`config.mk`:
```
export PLATFORM = sky130hd
export DESIGN_NAME = calc_uart_top
export DESIGN_NICKNAME = d
export VERILOG_FILES = /design/src/calc_pkg.sv /design/src/uart_pkg.sv /design/src/calc_cmd_if.sv /design/src/calc_uart_top.sv /design/src/uart_tx.sv /design/src/reply_sequencer.sv /design/src/cmd_parser.sv /design/src/uart_rx.sv
export SDC_FILE = /design/constraint.sdc
export NUM_CORES = 1
export LEC_CHECK = 0
export ABC_AREA = 1
export BUFFER_PORTS_ARGS = -buffer_cell sky130_fd_sc_hd__clkbuf_2
export CORE_AREA = 2 2 88 90
export DETAILED_ROUTE_END_ITERATION = 7
export DIE_AREA = 0 0 90 92
export PLACE_DENSITY_LB_ADDON = 0.3
export RECOVER_POWER = 25
export SYNTH_ARGS = -nofsm -noshare
export SYNTH_HDL_FRONTEND = slang
export SYNTH_HIERARCHICAL = 1
export SYNTH_SLANG_ARGS = --single-unit
```
`constraint.sdc`:
```
create_clock -name CLKOP -period 4.1 [get_ports CLKOP]
set_clock_uncertainty 0.2 [all_clocks]
set_input_delay 0.615 -clock CLKOP [delete_from_list [all_inputs] [get_ports CLKOP]]
set_output_delay 0.615 -clock CLKOP [all_outputs]
set_load 0.05 [all_outputs]
```
`src/calc_pkg.sv`:
```
/* calculator package
   ascii codes, operator enum, operand and result types */

`default_nettype none

package calc_pkg;

    // ------------------------------
    // ascii codes
    // ------------------------------
    localparam logic [7:0] ASCII_ZERO  = 8'h30;  // '0'
    localparam logic [7:0] ASCII_PLUS  = 8'h2b;  // '+'
    localparam logic [7:0] ASCII_MINUS = 8'h2d;  // '-'

    // single decimal operand, 0..9
    typedef logic [3:0] digit_t;

    // operator, one bit
    typedef enum logic {
        OP_ADD = 1'b0,
        OP_SUB = 1'b1
    } op_e;

    // ------------------------------
    // arithmetic
    // ------------------------------
    // range -9 .. 18, fits 6 bit two's complement
    typedef logic signed [5:0] result_t;

endpackage : calc_pkg

`default_nettype wire

```
`src/uart_pkg.sv`:
```
/* uart line package
   serial frame format constants and the data byte type */

`default_nettype none

package uart_pkg;

    // ------------------------------
    // frame format, 8N1
    // ------------------------------
    localparam int DATA_BITS = 8;          // data bits per frame, lsb first

    localparam int DEF_CLKS_PER_BIT = 16;  // CLKOP cycles per bit unless overridden

    localparam logic LINE_IDLE  = 1'b1;    // idle and stop level
    localparam logic LINE_START = 1'b0;    // start bit level

    // one byte on the serial line
    typedef logic [DATA_BITS-1:0] byte_t;

endpackage : uart_pkg

`default_nettype wire
```
`src/calc_cmd_if.sv`:
```
/* command interface
   one parsed calculator command, valid/ready from parser to sequencer */

`timescale 1ns/1ns
`default_nettype none

interface calc_cmd_if;

    logic             cmd_valid;
    logic             cmd_ready;
    calc_pkg::digit_t cmd_a;     // first operand
    calc_pkg::digit_t cmd_b;     // second operand
    calc_pkg::op_e    cmd_op;

    // parser side, source of commands
    modport parser (output cmd_valid, cmd_a, cmd_b, cmd_op, input cmd_ready);

    // sequencer side, sink
    modport sequencer (input cmd_valid, cmd_a, cmd_b, cmd_op, output cmd_ready);

endinterface : calc_cmd_if

`default_nettype wire

```
`src/calc_uart_top.sv`:
```
/* serial calculator top
   receiver, command parser, reply sequencer and transmitter on CLKOP */

`timescale 1ns/1ns
`default_nettype none

module calc_uart_top #(
    parameter int CLKS_PER_BIT = uart_pkg::DEF_CLKS_PER_BIT
) (
    input  wire logic CLKOP,
    input  wire logic i_rst,
    input  wire logic i_rx,
    output logic      o_tx
);

    uart_pkg::byte_t rx_data;    // received byte, also the echo
    logic            rx_valid;
    uart_pkg::byte_t tx_data;
    logic            tx_valid;
    logic            tx_ready;

    calc_cmd_if cmd_if ();       // parser -> sequencer

    // ------------------------------
    uart_rx #(.CLKS_PER_BIT(CLKS_PER_BIT)) u_rx (
        .CLKOP(CLKOP), .i_rst(i_rst), .i_rx(i_rx),
        .o_rx_data(rx_data), .o_rx_valid(rx_valid)
    );

    cmd_parser u_parser (
        .CLKOP(CLKOP), .i_rst(i_rst),
        .i_rx_data(rx_data), .i_rx_valid(rx_valid), .cmd(cmd_if.parser)
    );

    reply_sequencer u_seq (
        .CLKOP(CLKOP), .i_rst(i_rst),
        .i_echo_data(rx_data), .i_echo_valid(rx_valid), .cmd(cmd_if.sequencer),
        .o_tx_data(tx_data), .o_tx_valid(tx_valid), .i_tx_ready(tx_ready)
    );

    uart_tx #(.CLKS_PER_BIT(CLKS_PER_BIT)) u_tx (
        .CLKOP(CLKOP), .i_rst(i_rst),
        .i_tx_data(tx_data), .i_tx_valid(tx_valid),
        .o_tx_ready(tx_ready), .o_tx(o_tx)
    );

endmodule : calc_uart_top

`default_nettype wire

```
`src/uart_tx.sv`:
```
/* uart transmitter
   8N1 serializer, takes one byte per valid/ready transfer when idle */

`timescale 1ns/1ns
`default_nettype none

module uart_tx #(
    parameter int CLKS_PER_BIT = 16
) (
    input  wire logic            CLKOP,
    input  wire logic            i_rst,
    input  wire uart_pkg::byte_t i_tx_data,
    input  wire logic            i_tx_valid,
    output logic                 o_tx_ready,
    output logic                 o_tx
);

    localparam int FRAME_BITS = uart_pkg::DATA_BITS + 2;  // start + data + stop
    localparam int CNT_W      = $clog2(CLKS_PER_BIT);
    localparam int BIT_W      = $clog2(FRAME_BITS);

    logic [CNT_W-1:0]             cnt;
    logic [BIT_W-1:0]             bit_idx;   // bit now on the line
    logic [uart_pkg::DATA_BITS:0] shift;     // data then stop

    always_ff @(posedge CLKOP) begin
        if (i_rst) begin
            o_tx_ready <= 1'b1;
            o_tx       <= uart_pkg::LINE_IDLE;
            cnt        <= '0;
            bit_idx    <= '0;
        end else if (o_tx_ready) begin
            if (i_tx_valid) begin
                o_tx_ready <= 1'b0;
                o_tx       <= uart_pkg::LINE_START;   // start bit right away
                shift      <= {uart_pkg::LINE_IDLE, i_tx_data};
                cnt        <= '0;
                bit_idx    <= '0;
            end
        end else begin
            cnt <= cnt + 1'b1;
            if (cnt == CNT_W'(CLKS_PER_BIT - 1)) begin  // bit boundary
                cnt <= '0;
                if (bit_idx == BIT_W'(FRAME_BITS - 1)) begin
                    o_tx_ready <= 1'b1;              // stop bit done
                end else begin
                    o_tx    <= shift[0];
                    shift   <= {uart_pkg::LINE_IDLE, shift[uart_pkg::DATA_BITS:1]};
                    bit_idx <= bit_idx + 1'b1;
                end
            end
        end
    end

    // idle line whenever a new byte may be taken
    a_idle_high: assert property (@(posedge CLKOP) disable iff (i_rst)
        o_tx_ready |-> o_tx == uart_pkg::LINE_IDLE)
        else $error("tx line low while transmitter idle");

endmodule : uart_tx

`default_nettype wire

```
`src/reply_sequencer.sv`:
```
/* reply sequencer
   computes the result and merges echo and result chars toward the tx */

`timescale 1ns/1ns
`default_nettype none

module reply_sequencer (
    input  wire logic            CLKOP,
    input  wire logic            i_rst,
    input  wire uart_pkg::byte_t i_echo_data,
    input  wire logic            i_echo_valid,
    calc_cmd_if.sequencer        cmd,
    output uart_pkg::byte_t      o_tx_data,
    output logic                 o_tx_valid,
    input  wire logic            i_tx_ready
);

    typedef enum logic [1:0] {S_IDLE, S_SIGN, S_TENS, S_ONES} state_t;

    state_t            state;
    uart_pkg::byte_t   echo_q;    // one byte echo buffer
    logic              echo_full;
    calc_pkg::result_t opa, opb, result_q, neg;
    logic [4:0]        mag;       // |result|, 0..18
    logic              ge10;
    logic [4:0]        ones;

    assign opa  = {2'b00, cmd.cmd_a};
    assign opb  = {2'b00, cmd.cmd_b};
    assign neg  = -result_q;
    assign mag  = result_q[5] ? neg[4:0] : result_q[4:0];
    assign ge10 = (mag >= 5'd10);
    assign ones = ge10 ? mag - 5'd10 : mag;

    assign cmd.cmd_ready = (state == S_IDLE);  // busy for whole reply

    always_ff @(posedge CLKOP) begin
        if (i_rst) begin
            state      <= S_IDLE;
            echo_full  <= 1'b0;
            o_tx_valid <= 1'b0;
        end else begin
            if (o_tx_valid && i_tx_ready) o_tx_valid <= 1'b0;

            // ------------------------------
            // next char, echo first
            if (!o_tx_valid) begin
                if (echo_full) begin
                    o_tx_data  <= echo_q;
                    o_tx_valid <= 1'b1;
                    echo_full  <= 1'b0;
                end else if (state != S_IDLE) begin
                    o_tx_valid <= 1'b1;
                    case (state)
                        S_SIGN:  o_tx_data <= result_q[5] ? calc_pkg::ASCII_MINUS
                                                          : calc_pkg::ASCII_PLUS;
                        S_TENS:  o_tx_data <= calc_pkg::ASCII_ZERO + {7'd0, ge10};
                        default: o_tx_data <= calc_pkg::ASCII_ZERO + {3'd0, ones};
                    endcase
                    state <= (state == S_ONES) ? S_IDLE : state_t'(state + 2'd1);
                end
            end

            if (i_echo_valid) begin           // new strobe overwrites
                echo_q    <= i_echo_data;
                echo_full <= 1'b1;
            end

            if (cmd.cmd_valid && cmd.cmd_ready) begin
                result_q <= (cmd.cmd_op == calc_pkg::OP_SUB) ? opa - opb : opa + opb;
                state    <= S_SIGN;
            end
        end
    end

    // char held on the line to the tx until taken
    a_tx_hold: assert property (@(posedge CLKOP) disable iff (i_rst)
        o_tx_valid && !i_tx_ready |=> o_tx_valid && $stable(o_tx_data))
        else $error("tx char dropped before acceptance");

endmodule : reply_sequencer

`default_nettype wire

```
`src/cmd_parser.sv`:
```
/* command parser
   digit, digit, operator sequence turned into one calculator command */

`timescale 1ns/1ns
`default_nettype none

module cmd_parser (
    input  wire logic            CLKOP,
    input  wire logic            i_rst,
    input  wire uart_pkg::byte_t i_rx_data,
    input  wire logic            i_rx_valid,
    calc_cmd_if.parser           cmd
);

    logic [1:0]       pos;         // 0 first digit, 1 second, 2 operator
    calc_pkg::digit_t dig_a;
    calc_pkg::digit_t dig_b;       // held apart from a pending command
    uart_pkg::byte_t  diff;        // byte minus '0'
    logic             is_digit;
    logic             is_op;

    assign diff     = i_rx_data - calc_pkg::ASCII_ZERO;
    assign is_digit = (diff < 8'd10);  // below '0' wraps high
    assign is_op    = (i_rx_data == calc_pkg::ASCII_PLUS) ||
                      (i_rx_data == calc_pkg::ASCII_MINUS);

    always_ff @(posedge CLKOP) begin
        if (i_rst) begin
            pos           <= 2'd0;
            cmd.cmd_valid <= 1'b0;
        end else begin
            if (cmd.cmd_valid && cmd.cmd_ready) cmd.cmd_valid <= 1'b0;  // taken

            if (i_rx_valid) begin
                case (pos)
                    2'd0: if (is_digit) begin
                        dig_a <= diff[3:0];
                        pos   <= 2'd1;
                    end
                    2'd1: pos <= is_digit ? 2'd2 : 2'd0;
                    default: begin
                        pos <= 2'd0;   // operator or not, start over
                        // slot must be free or freeing now, else drop
                        if (is_op && (!cmd.cmd_valid || cmd.cmd_ready)) begin
                            cmd.cmd_valid <= 1'b1;
                            cmd.cmd_a     <= dig_a;
                            cmd.cmd_b     <= dig_b;
                            cmd.cmd_op    <= (i_rx_data == calc_pkg::ASCII_MINUS) ?
                                             calc_pkg::OP_SUB : calc_pkg::OP_ADD;
                        end
                    end
                endcase
                if (pos == 2'd1 && is_digit) dig_b <= diff[3:0];
            end
        end
    end

    // ---------------------------------
    // handshake hold rule toward sequencer
    a_cmd_hold: assert property (@(posedge CLKOP) disable iff (i_rst)
        cmd.cmd_valid && !cmd.cmd_ready |=>
            cmd.cmd_valid && $stable({cmd.cmd_a, cmd.cmd_b, cmd.cmd_op}))
        else $error("command changed before it was accepted");

endmodule : cmd_parser

`default_nettype wire

```
`src/uart_rx.sv`:
```
/* uart receiver
   oversampled 8N1 input, one byte strobe per good frame */

`timescale 1ns/1ns
`default_nettype none

module uart_rx #(
    parameter int CLKS_PER_BIT = 16
) (
    input  wire logic          CLKOP,
    input  wire logic          i_rst,
    input  wire logic          i_rx,
    output uart_pkg::byte_t    o_rx_data,
    output logic               o_rx_valid
);

    localparam int CNT_W = $clog2(CLKS_PER_BIT);
    localparam int BIT_W = $clog2(uart_pkg::DATA_BITS);

    typedef enum logic [1:0] {S_IDLE, S_START, S_DATA, S_STOP} state_t;

    state_t           state;
    logic [1:0]       rx_sync;     // metastability flops
    logic             rx_s;
    logic [CNT_W-1:0] cnt;         // cycles within a bit
    logic [BIT_W-1:0] bit_idx;
    uart_pkg::byte_t  shift;

    assign rx_s = rx_sync[1];

    always_ff @(posedge CLKOP) begin
        if (i_rst) begin
            rx_sync    <= {2{uart_pkg::LINE_IDLE}};
            state      <= S_IDLE;
            cnt        <= '0;
            bit_idx    <= '0;
            o_rx_valid <= 1'b0;
        end else begin
            rx_sync    <= {rx_sync[0], i_rx};
            o_rx_valid <= 1'b0;              // strobe, default low
            cnt        <= cnt + 1'b1;
            case (state)
                S_IDLE: begin
                    cnt <= '0;
                    if (rx_s == uart_pkg::LINE_START) state <= S_START;
                end
                S_START: if (cnt == CNT_W'(CLKS_PER_BIT/2 - 1)) begin
                    cnt     <= '0;           // now aligned to mid-bit
                    bit_idx <= '0;
                    // glitch shorter than half a bit goes back to idle
                    state   <= (rx_s == uart_pkg::LINE_START) ? S_DATA : S_IDLE;
                end
                S_DATA: if (cnt == CNT_W'(CLKS_PER_BIT - 1)) begin
                    cnt     <= '0;
                    shift   <= {rx_s, shift[uart_pkg::DATA_BITS-1:1]};  // lsb first
                    bit_idx <= bit_idx + 1'b1;
                    if (bit_idx == BIT_W'(uart_pkg::DATA_BITS - 1)) state <= S_STOP;
                end
                S_STOP: if (cnt == CNT_W'(CLKS_PER_BIT - 1)) begin
                    state <= S_IDLE;
                    if (rx_s == uart_pkg::LINE_IDLE) begin  // framing ok
                        o_rx_data  <= shift;
                        o_rx_valid <= 1'b1;
                    end
                end
                default: state <= S_IDLE;
            endcase
        end
    end

    // one strobe per frame, never two back to back
    a_rx_strobe_single: assert property (@(posedge CLKOP) disable iff (i_rst)
        o_rx_valid |=> !o_rx_valid)
        else $error("uart_rx strobe held for two cycles");

endmodule : uart_rx

`default_nettype wire

```
=== Yosys cells after proc, flatten, opt, wreduce, memory -nomap -nowiden ===
Index checks and enable logic that the tools add are counted.
Widths: inputs -> output; s select.

* Add/sub/neg operators: 12
* Multiply operators: 0
* Div/mod/pow operators: 0
* $lt $le $gt $ge: 2
* Eq/ne operators: 25
* Shift-type cells: 0
* Multiplexer cells: 58
* Bitwise gates (word level): 6
* Reduce and logical (&&, ||, !) cells: 33

{| class="wikitable"
|+ Operators with widths
! operator !! count
|-
| $mux 9 || 4
|-
| $mux 4 || 8
|-
| $mux 1 || 24
|-
| $reduce_and 3->1 || 7
|-
| $mux 2 || 9
|-
| $eq 8x6->1 const B || 2
|-
| $mux 8 || 2
|-
| $pmux 8 s2 || 1
|-
| $reduce_and 4->1 || 4
|-
| $add 4x1->4 const B || 3
|-
| $eq 4x4->1 const B || 3
|-
| $ne 2x1->1 const B || 6
|-
| $pmux 4 s3 || 1
|-
| $mux 5 || 2
|-
| $ne 2x2->1 const B || 5
|-
| $reduce_bool 2->1 || 5
|-
| $mux 3 || 3
|-
| $eq 2x2->1 const B || 4
|-
| $lt 8x4->1 const B || 1
|-
| $pmux 2 s4 || 1
|-
| $sub 8x6->8 const B || 1
|-
| $add 6x1->7 const A || 1
|-
| $add 6x5->7 const A || 1
|-
| $eq 2x1->1 const B || 3
|-
| other kinds (21) || 35
|}

* Flip-flop bits (word level): 93
* Latch bits: 0
* Bits in writable memories: 0
* ROM bits: 0
* Input bits: 3
* Output and inout bits: 1
* Logic and storage cells: 162
* Memories kept: 0

=== Longest topological paths before layout ===
Gate-level depths: netlist (run 1).

* Depth after elaboration: 8
* Gate-level depth with buffers: 14
* Mapped depth without buffers: 14

=== Modules after synthesis ===
Netlist (run 1), hierarchy kept.

{| class="wikitable"
|+ Modules (own cells, without submodules)
! module !! times used !! cells an instance !! area an instance (sq um) !! sequential area each (sq um)
|-
| reply_sequencer || 1 || 170 || 1,596.5 || 740.7
|-
| uart_rx || 1 || 92 || 1,052.3 || 720.7
|-
| uart_tx || 1 || 107 || 884.6 || 440.4
|-
| cmd_parser || 1 || 58 || 762.0 || 570.5
|}

=== Worst setup path before layout (run 1) ===
OpenSTA, ideal clock, no wires.

* Kind: input to register
* From: input i_rst
* To: register u_rx.o_rx_data[0] (enable)
* Library setup time: 0.383 ns
* Arrival time: 1.453 ns
* Data required time: 3.517 ns
* Path slack: 2.064 ns
* Stages: 3
* Buffers on the path: 0
* Path through: inv_1 nand2_1 nor3_1

* Longest elaborated chain between the ends: 2

{| class="wikitable"
|+ RTL lines
! item !! RTL line !! text
|-
| start: declaration || calc_uart_top.sv:11 || <nowiki>input wire logic i_rst,</nowiki>
|-
| $not 1->1 (no source line) || -- ||
|-
| $reduce_and 4->1 (no source line) || -- ||
|-
| end signal: assignment || uart_rx.sv:62 || <nowiki>o_rx_data <= shift;</nowiki>
|-
| end: declaration || uart_rx.sv:13 || <nowiki>output uart_pkg::byte_t o_rx_data,</nowiki>
|}

Every way passes these cells.
A chain may end at the register's enable or synchronous reset.

=== Worst setup path after layout (run 1) ===
Same ends and word-level chain as after synthesis.

==> flow_metrics.py, run 1 <==
metrics = {
    "setup_path": {
        "path_class": "in -> reg",
        "endpoint_kind": "register",
        "start_kind": "input port",
        "required_ns": 3.88,
        "cp.arrival_ns": 2.10,
        "crit_fanout": 24,
    },
    "sta": {
        "grt_setup_unrepaired": "false",
        "period_share": 0.5669,
        "finalCriticalPeriod_ns": 2.324,
        "setup_viol": 0,
        "tightest_slew_ns": 0.9787,
        "fmax_ghz": 0.4302,
        "slew_headroom": 0.3421,
        "slew_violations": 0,
        "tns_ns": 0,
        "hold_viol": 0,
    },
    "cells_and_area": {
        "area_growth_pct": 8.098,
        "drive_above_1_share": 0.1587,
        "diodes": 0,
        "final-seq-area_um2": 2472,
        "layout.nets": 461,
        "fill_cells": 608,
        "multi_input_area_um2": 1548,
    },
    "clock_network": {
        "cts-resized-gates": 0,
        "cts.clk_slew.worst_paths_ns": 0.09,
        "root_buffer": "clkbuf_8",
        "cts_buffers": 9,
        "insertion_delay_ns": 0.36,
        "postCtsSetupRepairBufs": 0,
        "h-tree-depth": 3,
        "cts_hold_buf": 0,
        "clock_path_buffers": 2,
        "tritoncts": "done",
        "cts.sinks": 92,
    },
    "grt": {
        "grt_max_degree": 25,
        "overflow": 0,
        "grt_pass1_vias": 2692,
        "antenna_found_initial": 0,
        "grt_first_pass_wirelength_um": 11410,
        "grt.total_usage": 0.1709,
    },
    "synth": {
        "synth_area_leaders": "edfxtp_1 (44%), dfxtp_1 (14%), nand2_1 (7.8%), ha_1 (5.8%), inv_1 (4.5%)",
        "synth_area_leader_cell": "edfxtp_1",
        "ys_types": 42,
        "syn_avg_cell_area_um2": 10.06,
        "ys_seq_area_frac": 0.5756,
        "ys.flop_type": "edfxtp_1",
        "syn_inst": 427,
        "synth_top_area_share": 0.4404,
        "syn_nets": 452,
        "async_reset_ff_frac": 0,
        "synthMostInstantiatedCell": "nand2_1",
        "ys_top_cells_by_count": "nand2_1 (89), edfxtp_1 (63), inv_1 (51)",
        "syn_area_um2": 4295,
        "synth-edff-count": 63,
        "yosys_warnings": 6,
        "ys_seq_elements": 92,
    },
    "floorplan": {
        "fp-row-count": 32,
        "coreArea_um2": 7447,
        "dieArea_um2": 8280,
        "fp.dieH_um": 92,
        "initial_core_util": 0.5768,
        "die_x_um": 90,
        "ios": 4,
    },
    "routing": {
        "final_antenna_net_count": 0,
        "drt_first_iter_violations": 104,
        "wirelength_um": 6334,
        "vias": 2725,
        "drc": 0,
        "firstDrtPassIters": 4,
        "viasPerCell": 5.018,
        "wl_per_cell_um": 11.66,
    },
    "pwr": {
        "total_power_w": 0.002187,
        "p_leak_nw": 1.890,
        "ir_worst_vdd_mv": 0.2090,
        "power.density_nw_per_um2": 471.0,
    },
    "placed_design": {
        "port_buffers": 3,
        "place.gp.congestion": 0.7989,
        "dp_hpwl_um": 4618,
    },
    "min_path": {
        "hold_class": "reg -> reg",
    },
    "flow_run": {
        "drv_cap": 0,
    },
    "status": {
        "status": "complete, no violations",
    },
}
-- per-layer routing --
metal  GRT usage  share of wire  vias to the layer above
li1            -              -                     1435
met5           0              0                        -
met3     0.04519          0.031                        6
met4     0.05897         0.0084                        0
met2      0.2888           0.48                       30
met1      0.2146           0.48                     1254
-- metrics by stage --
step	hold slack, ns	setup WS [ns]	instance area, µm²	util	instances
4_1_cts	0.2208	1.784	4643	0.6235	543
2_1_floorplan	0.1895	2.064	4295	-	427
3_3_place_gp	0.1972	1.472	4409	0.5921	527
3_5_place_dp	0.2006	1.408	4409	0.5921	527
5_1_grt	0.2314	1.575	4643	0.6235	543
6_report	0.2172	1.776	4643	0.6235	543
-- critical path, stage by stage --
cell and delay (ns):
clkbuf_2 0.32, inv_1 0.29, nand2_1 0.10, nor3_1 0.77
-- path summary, 6_finish.rpt --
| check | end | depth (start not counted) | slack (ns) | startpoint |
|---|---|---|---|---|
| setup reg to reg | u_tx/shift[5] | 4 | 1.86 | u_tx/o_tx_ready |
| setup / recovery | u_rx/o_rx_data[0] | 4 | 1.78 | i_rst |
| hold / removal | u_rx/rx_sync[1] | 1 | 0.22 | u_rx/rx_sync[0] |
| hold reg to reg | u_rx/rx_sync[1] | 1 | 0.22 | u_rx/rx_sync[0] |
-- placed cells by master (no fill, tap or decap), drive strengths merged --
| master | synthesis | routed |
|---|---|---|
| nand2 | 104 | 104 |
| inv | 64 | 65 |
| edfxtp | 63 | 63 |
| nor2 | 37 | 37 |
| nand3 | 32 | 32 |
| dfxtp | 29 | 29 |
| a21oi | 24 | 24 |
| ha | 20 | 20 |
| clkbuf | 1 | 17 |
| o21ai | 11 | 11 |
| nor3 | 7 | 7 |
| a211oi | 5 | 5 |
| or2 | 5 | 5 |
| nand4 | 4 | 4 |
| o31ai | 2 | 2 |
| xor2 | 2 | 2 |
| a21o | 2 | 2 |
| o22ai | 2 | 2 |
| fa | 2 | 2 |
| clkinv | 1 | 2 |
| nor4 | 1 | 1 |
| nand3b | 1 | 1 |
| mux2i | 1 | 1 |
| a2111oi | 1 | 1 |
| a31oi | 1 | 1 |
| o211ai | 1 | 1 |
-- area by class of cell --
| type | count | share of cell area |
|---|---|---|
| Clock inverter | 2 | 0.003773 |
| Tap cell | 102 | 0.02749 |
| Sequential cell | 92 | 0.5325 |
| Clock buffer | 14 | 0.04662 |
| Multi-Input combinational cell | 265 | 0.3333 |
| Inverter | 65 | 0.05309 |
| Timing Repair Buffer | 3 | 0.003234 |
-- kinds of logic after synthesis --
family	after synthesis	share of synthesized area
and+or+nand+nor	191	0.2150
buffers and inverters	70	0.06408
xor gates and xnor gates	2	0.004079
muxes	1	0.002330
adders and majority gates	22	0.06758
AOI/OAI and AO/OA	49	0.07137
DFF	92	0.5756
-- power by group --
group,internal [W],total (W),switching (W)
Combinational,0.000134,0.000385,0.000251
Sequential,0.00109,0.00114,0.0000584
Clock,0.000352,0.000658,0.000306
Total,0.00157,0.00219,0.000616
-- registers in the layout, summed over array words and instances, names as in the netlist, 4 cells and up, named ones only --
signal              cells
u_rx/o_rx_data          8
u_tx/bit_idx            4
u_seq/echo_q            8
u_parser/dig_a          4
u_parser/dig_b          4
u_tx/shift              8
u_rx/cnt                4
u_rx/shift              8
u_tx/cnt                4
u_seq/o_tx_data         8
u_parser/cmd.cmd_a      4
u_parser/cmd.cmd_b      4
u_seq/result_q          6
Note: power is estimated with default switching activity, not from simulation.
==> run 2: changes to the inputs <==
--- a/config.mk
+++ b/config.mk
@@ -5,11 +5,11 @@
 export SDC_FILE = /design/constraint.sdc
 export NUM_CORES = 1
 export LEC_CHECK = 0
-export ABC_AREA = 1
+export ABC_AREA = 0
 export BUFFER_PORTS_ARGS = -buffer_cell sky130_fd_sc_hd__clkbuf_2
-export CORE_AREA = 2 2 88 90
+export CORE_AREA = 2 2 87 89
 export DETAILED_ROUTE_END_ITERATION = 7
-export DIE_AREA = 0 0 90 92
+export DIE_AREA = 0 0 89 91
 export PLACE_DENSITY_LB_ADDON = 0.3
 export RECOVER_POWER = 25
 export SYNTH_ARGS = -nofsm -noshare
==> constraint.sdc (replaced) <==
create_clock -name CLKOP -period 2.3 [get_ports CLKOP]
set_clock_uncertainty 0.2 [all_clocks]
set_input_delay 0.345 -clock CLKOP [delete_from_list [all_inputs] [get_ports CLKOP]]
set_output_delay 0.345 -clock CLKOP [all_outputs]
set_load 0.05 [all_outputs]
==> run 2 against run 1 <==
Compared with the run above:
- the flow now finishes with violations (negative setup slack)
- combinational power shrank 16%
- clock power grew 88%
- worst setup slack lost 1.9 ns
- global-route usage grew 2.2 points
- synthesized cell count shrank 22%
- die area shrank 2.2%
- cell area grew 4.8%
- routed wire length grew 11%
- critical endpoint is now u_seq/o_tx_data[2]
- largest cell class unchanged
==> flow_metrics.py, run 2 <==
metrics = {
    "synth": {
        "yosys.area_share.xor_xnor": 0.01844,
        "synth_top_area_share": 0.4497,
        "synth-edff-count": 63,
        "synth_area_leaders": "edfxtp_1 (45%), dfxtp_1 (14%), ha_1 (5.9%), mux2_2 (2.1%), inv_1 (2.1%)",
        "synth_top_family_by_area": "simple AND/OR/NAND/NOR gates",
        "ys_top_cells_by_count": "edfxtp_1 (63), dfxtp_1 (29), inv_1 (23), nor2_1 (23), ha_1 (20)",
        "yosys_warnings": 6,
        "syn_inst": 331,
        "synth_simple_gate_area_frac": 0.1327,
        "ys.flop_type": "edfxtp_1",
        "async_reset_ff_frac": 0,
        "synthAdderAreaFrac": 0.06901,
        "syn_avg_cell_area_um2": 12.71,
        "syn_nets": 356,
        "synth.area.mux_share": 0.03807,
        "synth_compound_area_frac": 0.1154,
        "ys_types": 67,
        "synthMostInstantiatedCell": "edfxtp_1",
        "syn_area_um2": 4207,
        "synth_area_leader_cell": "edfxtp_1",
        "ys_seq_elements": 92,
        "ys_seq_area_frac": 0.5877,
    },
    "clock_network": {
        "cts.clk_slew.worst_paths_ns": 0.09,
        "root_buffer": "clkbuf_8",
        "insertion_delay_ns": 0.36,
        "tritoncts": "done",
        "cts_buffers": 9,
        "h-tree-depth": 3,
        "clock_path_buffers": 2,
        "cts.sinks": 92,
    },
    "cells_and_area": {
        "final-seq-area_um2": 2472,
        "final_cells": 469,
        "layout.cells.most_common": "edfxtp_1",
        "diodes": 0,
        "mostFrequentLayoutCells": "edfxtp_1 (63), dfxtp_1 (29), buf_4 (28)",
        "area_growth_pct": 15.68,
        "multi_input_area_um2": 1665,
        "layout.nets": 390,
        "fill_cells": 520,
        "drive_above_1_share": 0.2270,
        "fin_util": 0.6818,
    },
    "placed_design": {
        "port_buffers": 3,
        "dp_cells": 446,
        "pre_cts_ws_ns": -0.1958,
        "place.gp.congestion": 0.8142,
        "dp_hpwl_um": 4820,
    },
    "sta": {
        "fmax_ghz": 0.4147,
        "final.setup.worst_slack_ns": -0.1115,
        "finalCriticalPeriod_ns": 2.411,
        "grt_setup_unrepaired": "true",
        "setup_viol": 3,
        "period_share": 1.048,
        "slew_headroom": 0.6386,
        "hold_viol": 0,
        "hold-worst-slack_ns": 0.07854,
        "slew_violations": 0,
        "tightest_slew_ns": 0.5415,
        "tns_ns": -0.2185,
    },
    "routing": {
        "firstDrtPassIters": 4,
        "drt_first_iter_violations": 160,
        "wl_per_cell_um": 14.93,
        "wirelength_um": 7004,
        "final_antenna_net_count": 0,
        "met2_length_um": 3528,
        "m1WireLength_um": 3132,
        "top_layer": "met4",
        "vias": 2611,
        "routed-wl-met3_um": 183,
        "drc": 0,
        "viasPerCell": 5.567,
    },
    "floorplan": {
        "fp.dieH_um": 91,
        "coreArea_um2": 7137,
        "initial_core_util": 0.5894,
        "fp-row-count": 31,
        "ios": 4,
        "dieArea_um2": 8099,
        "die_x_um": 89,
    },
    "grt": {
        "overflow": 0,
        "grt_max_degree": 21,
        "grt_pass1_vias": 2620,
        "grt_first_pass_wirelength_um": 12020,
        "antenna_found_initial": 0,
        "grt.total_usage": 0.1925,
    },
    "setup_path": {
        "crit_fanout": 3,
        "path_class": "reg -> reg",
        "start_kind": "register",
        "cp.arrival_ns": 2.32,
        "endpoint_kind": "register",
        "required_ns": 2.21,
    },
    "status": {
        "violations": "negative setup slack",
        "status": "complete, but fails checks",
    },
    "pwr": {
        "p_leak_nw": 1.769,
        "power.density_nw_per_um2": 702.5,
        "ir_worst_vdd_mv": 0.5932,
    },
    "min_path": {
        "hold_class": "in -> reg",
    },
    "flow_run": {
        "drv_cap": 0,
    },
}
run 2: cell count changes after synthesis, sizes merged, moves of 6 or more:
cell	delta
mux2i	+6
nor2	-14
nand2b	+7
or3	+6
a21oi	-10
nand3	-26
nand2	-93
xnor2	+6
inv	-40
mux2	+8
run 2: critical path, cell delays in order, from the launching register on:
cell and delay, ns:
edfxtp_1 0.42, inv_2 0.09, ha_4 0.21, nand2_4 0.06
a21boi_4 0.20, ha_4 0.17, o311ai_4 0.10, a211oi_4 0.31
mux2i_1 0.12, a221o_1 0.29
run 2: worst paths after layout:
kind | slack (ns) | depth (start not counted) | endpoint | from
max reg2reg | -0.11 | 9 | u_seq/o_tx_data[2] | u_seq/result_q[1]
min | 0.08 | 2 | u_seq/state[0] | i_rst
max | -0.11 | 9 | u_seq/o_tx_data[2] | u_seq/result_q[1]
min reg2reg | 0.22 | 0 | u_parser/cmd.cmd_b[1] | u_parser/dig_b[1]
run 2: logic make-up after synthesis:
kind of cell	after synthesis
AND/OR/NAND/NOR	95
multiplexers	15
XOR/XNOR	8
AO/OA/AOI/OAI	63
adder cells (fa/ha/maj)	22
flip-flops	92
buffers and inverters	36
run 2: cell type report:
| class | instances | share of cell area |
|---|---|---|
| timing repair buffer | 35 | 0.05554 |
| sequential | 92 | 0.5081 |
| multi-input combinational | 203 | 0.3422 |
| inverter | 24 | 0.01851 |
| clock inverter | 4 | 0.01157 |
| tap | 99 | 0.02546 |
| clock buffer | 12 | 0.03857 |
run 2: what timing repair did:
item / in CTS / in global routing
endpoints found under the setup margin: 5 / 6
hold buffers: 1 / 0
setup buffers: 4 / 3
hold endpoints to repair: 1 / 0
gates resized for setup: 5 / 7
pin swaps: 2 / 5
run 2: power by group:
part / switching (W) / total, W / leakage, nW / internal (W)
clock network: 0.000566 / 0.00124 / 0.124 / 0.000674
registers: 0.0000342 / 0.00186 / 0.804 / 0.00182
logic: 0.000178 / 0.000323 / 0.842 / 0.000144
run 2: per-stage QoR:
step | total power, W | instance area, µm²
after floorplan | 0.002135 | 4243
after global routing | 0.003570 | 4866
final | 0.003418 | 4866
after detailed placement | 0.002209 | 4509
after global placement | 0.002199 | 4509
after CTS | 0.003449 | 4830
run 2: layer usage:
| layer | track usage | vias to the layer above |
|---|---|---|
| li1 | - | 1289 |
| met2 | 0.3047 | 40 |
| met5 | 0 | - |
| met1 | 0.2473 | 1267 |
| met3 | 0.04364 | 15 |
| met4 | 0.09453 | 0 |
==> run 3: changes to the inputs <==
--- a/config.mk
+++ b/config.mk
@@ -7,9 +7,9 @@
 export LEC_CHECK = 0
 export ABC_AREA = 0
 export BUFFER_PORTS_ARGS = -buffer_cell sky130_fd_sc_hd__clkbuf_2
-export CORE_AREA = 2 2 87 89
+export CORE_AREA = 2 2 136 138
 export DETAILED_ROUTE_END_ITERATION = 7
-export DIE_AREA = 0 0 89 91
+export DIE_AREA = 0 0 138 140
 export PLACE_DENSITY_LB_ADDON = 0.3
 export RECOVER_POWER = 25
 export SYNTH_ARGS = -nofsm -noshare
==> run 3 against run 2 <==
Compared with the run above:
- the run still ends with negative setup slack left
- global-route usage fell by 11 points
- worst setup slack improved by 0.012 ns
- utilization fell by 40 points
- hold slack improved by 0.13 ns
- via count fell by 3.0%
- critical path type unchanged
==> flow_metrics.py, run 3 (synthesis gave the netlist of run 2 again) <==
metrics = {
    "status": {
        "status": "complete, but fails checks",
        "violations": "negative setup slack",
    },
    "setup_path": {
        "endpoint_kind": "register",
        "slowest_delay_ns": 0.40,
        "worst-path-buf-inv": 1,
        "crit_top_cell": "ha_4",
        "required_ns": 2.19,
        "reg2regPathDepth": 9,
        "crit_cells": 9,
        "start_kind": "register",
        "reg2reg_setup_slack_ns": -0.1,
        "worstReg2RegStart": "u_seq/result_q[0]",
        "cpMaxStageDelayCell": "edfxtp_1",
        "r2r-end": "u_seq/o_tx_data[0]",
        "worstPathCellList": "inv_2 > ha_4 > nand2_4 > a21boi_4 > ha_4 > o311ai_4 > a211oi_4 > o221ai_1 > mux2_2",
        "crit_fanout": 3,
        "path_class": "reg -> reg",
        "cp.arrival_ns": 2.28,
        "cp_top_family": "compound AO/OA/AOI/OAI gates",
    },
    "cells_and_area": {
        "layout.nets": 385,
        "area_growth_pct": 18.56,
        "mostFrequentLayoutCells": "edfxtp_1 (63), dfxtp_1 (29), buf_4 (24)",
        "final_cells": 594,
        "drive_above_1_share": 0.1973,
        "layout.cells.most_common": "edfxtp_1",
        "diodes": 0,
    },
    "grt": {
        "antenna_found_initial": 0,
        "grt_max_degree": 24,
        "overflow": 0,
        "grt_pass1_vias": 2578,
        "grt.total_usage": 0.08010,
        "grt_first_pass_wirelength_um": 12490,
    },
    "pwr": {
        "ir_worst_vdd_mv": 0.3328,
        "p_leak_nw": 1.741,
        "power.density_nw_per_um2": 704.5,
    },
    "sta": {
        "setup_viol": 3,
        "hold_viol": 0,
        "slew_violations": 0,
        "finalCriticalPeriod_ns": 2.399,
        "grt_setup_unrepaired": "true",
        "period_share": 1.043,
        "final.setup.worst_slack_ns": -0.09936,
        "tightest_slew_ns": 1.153,
        "slew_headroom": 0.2313,
        "fmax_ghz": 0.4168,
    },
    "floorplan": {
        "coreArea_um2": 17780,
        "dieArea_um2": 19320,
        "ios": 4,
        "fp-row-count": 49,
        "initial_core_util": 0.2366,
        "die_x_um": 138,
        "fp.dieH_um": 140,
    },
    "routing": {
        "viasPerCell": 4.264,
        "wl_per_cell_um": 11.88,
        "wirelength_um": 7058,
        "drc": 0,
        "firstDrtPassIters": 6,
        "final_antenna_net_count": 0,
        "drt_first_iter_violations": 190,
        "vias": 2533,
    },
    "clock_network": {
        "cts_buffers": 9,
        "h-tree-depth": 3,
        "root_buffer": "clkbuf_16",
        "tritoncts": "done",
        "cts.sinks": 92,
        "cts.clk_slew.worst_paths_ns": 0.07,
        "clock_path_buffers": 2,
        "insertion_delay_ns": 0.34,
    },
    "min_path": {
        "hold_class": "in -> reg",
        "holdPathEnd": "u_tx/cnt[1]",
        "min_from": "i_rst",
        "holdPathStages": 3,
    },
    "placed_design": {
        "dp_hpwl_um": 5173,
        "pre_cts_ws_ns": -0.1938,
        "place.gp.congestion": 0.7553,
        "dp_cells": 575,
        "port_buffers": 3,
    },
    "flow_run": {
        "drv_cap": 0,
    },
}
[run 3: metrics by stage]
step	area, µm²	TNS (ns)	power, W	util	hold slack (ns)
2_1_floorplan	4243	-0.5843	0.002135	-	0.1895
3_3_place_gp	4664	-0.2962	0.002212	0.2624	0.1918
3_5_place_dp	4664	-0.4982	0.002218	0.2624	0.2035
4_1_cts	4982	-0.2603	0.003581	0.2802	0.2155
5_1_grt	4987	-0.6938	0.003686	0.2805	0.2277
6_report	4987	-0.2239	0.003514	0.2805	0.2084
[run 3: per-layer routing]
layer,GRT usage,part of all wire,vias to the layer above
met5,0,0,-
met4,0.05156,0.020,0
met3,0.01778,0.017,6
met2,0.1308,0.51,16
met1,0.09578,0.46,1228
li1,-,-,1283
[run 3: what timing repair did]
action / in CTS / in global routing
resized for setup: 3 / 2
hold endpoints to repair: 1 / 0
setup endpoints to repair: 3 / 6
buffers inserted: 2 / 0
hold buffers: 1 / 0
cloned: 0 / 0
pin swaps: 2 / 3
[run 3: worst register-to-register path, stage by stage (launching register included)]
cell and delay (ns):
edfxtp_1 0.40, inv_2 0.10, ha_4 0.21, nand2_4 0.07
a21boi_4 0.21, ha_4 0.17, o311ai_4 0.10, a211oi_4 0.29
o221ai_1 0.14, mux2_2 0.27
[run 3: how the worst max path moves through the flow]
stage                            startpoint                 end  slack (ns)
after floorplan           u_seq/result_q[0]  u_seq/o_tx_data[0]       -0.22
after global placement    u_seq/result_q[0]  u_seq/o_tx_data[0]       -0.12
after detailed placement  u_seq/result_q[0]  u_seq/o_tx_data[0]       -0.19
after CTS                 u_seq/result_q[0]  u_seq/o_tx_data[0]        -0.1
after global routing      u_seq/result_q[0]  u_seq/o_tx_data[0]       -0.21
final                     u_seq/result_q[0]  u_seq/o_tx_data[0]        -0.1
[run 3: final cells by class]
class,count,area [µm²]
multi-input cells,203,1642
well taps,229,286.5
repair buffers,30,229.0
clock buffers,10,229.0
flip-flops and latches,92,2472
inverters,24,90.09
clock inverters,6,38.79
fillers,1809,12790
[run 3: where the power goes]
| group | internal (W) | leakage (nW) | switching, W |
|---|---|---|---|
| sequential | 0.00182 | 0.804 | 0.0000315 |
| combinational | 0.000145 | 0.807 | 0.000178 |
| clock | 0.000733 | 0.131 | 0.000604 |
| total | 0.00270 | 1.74 | 0.000813 |
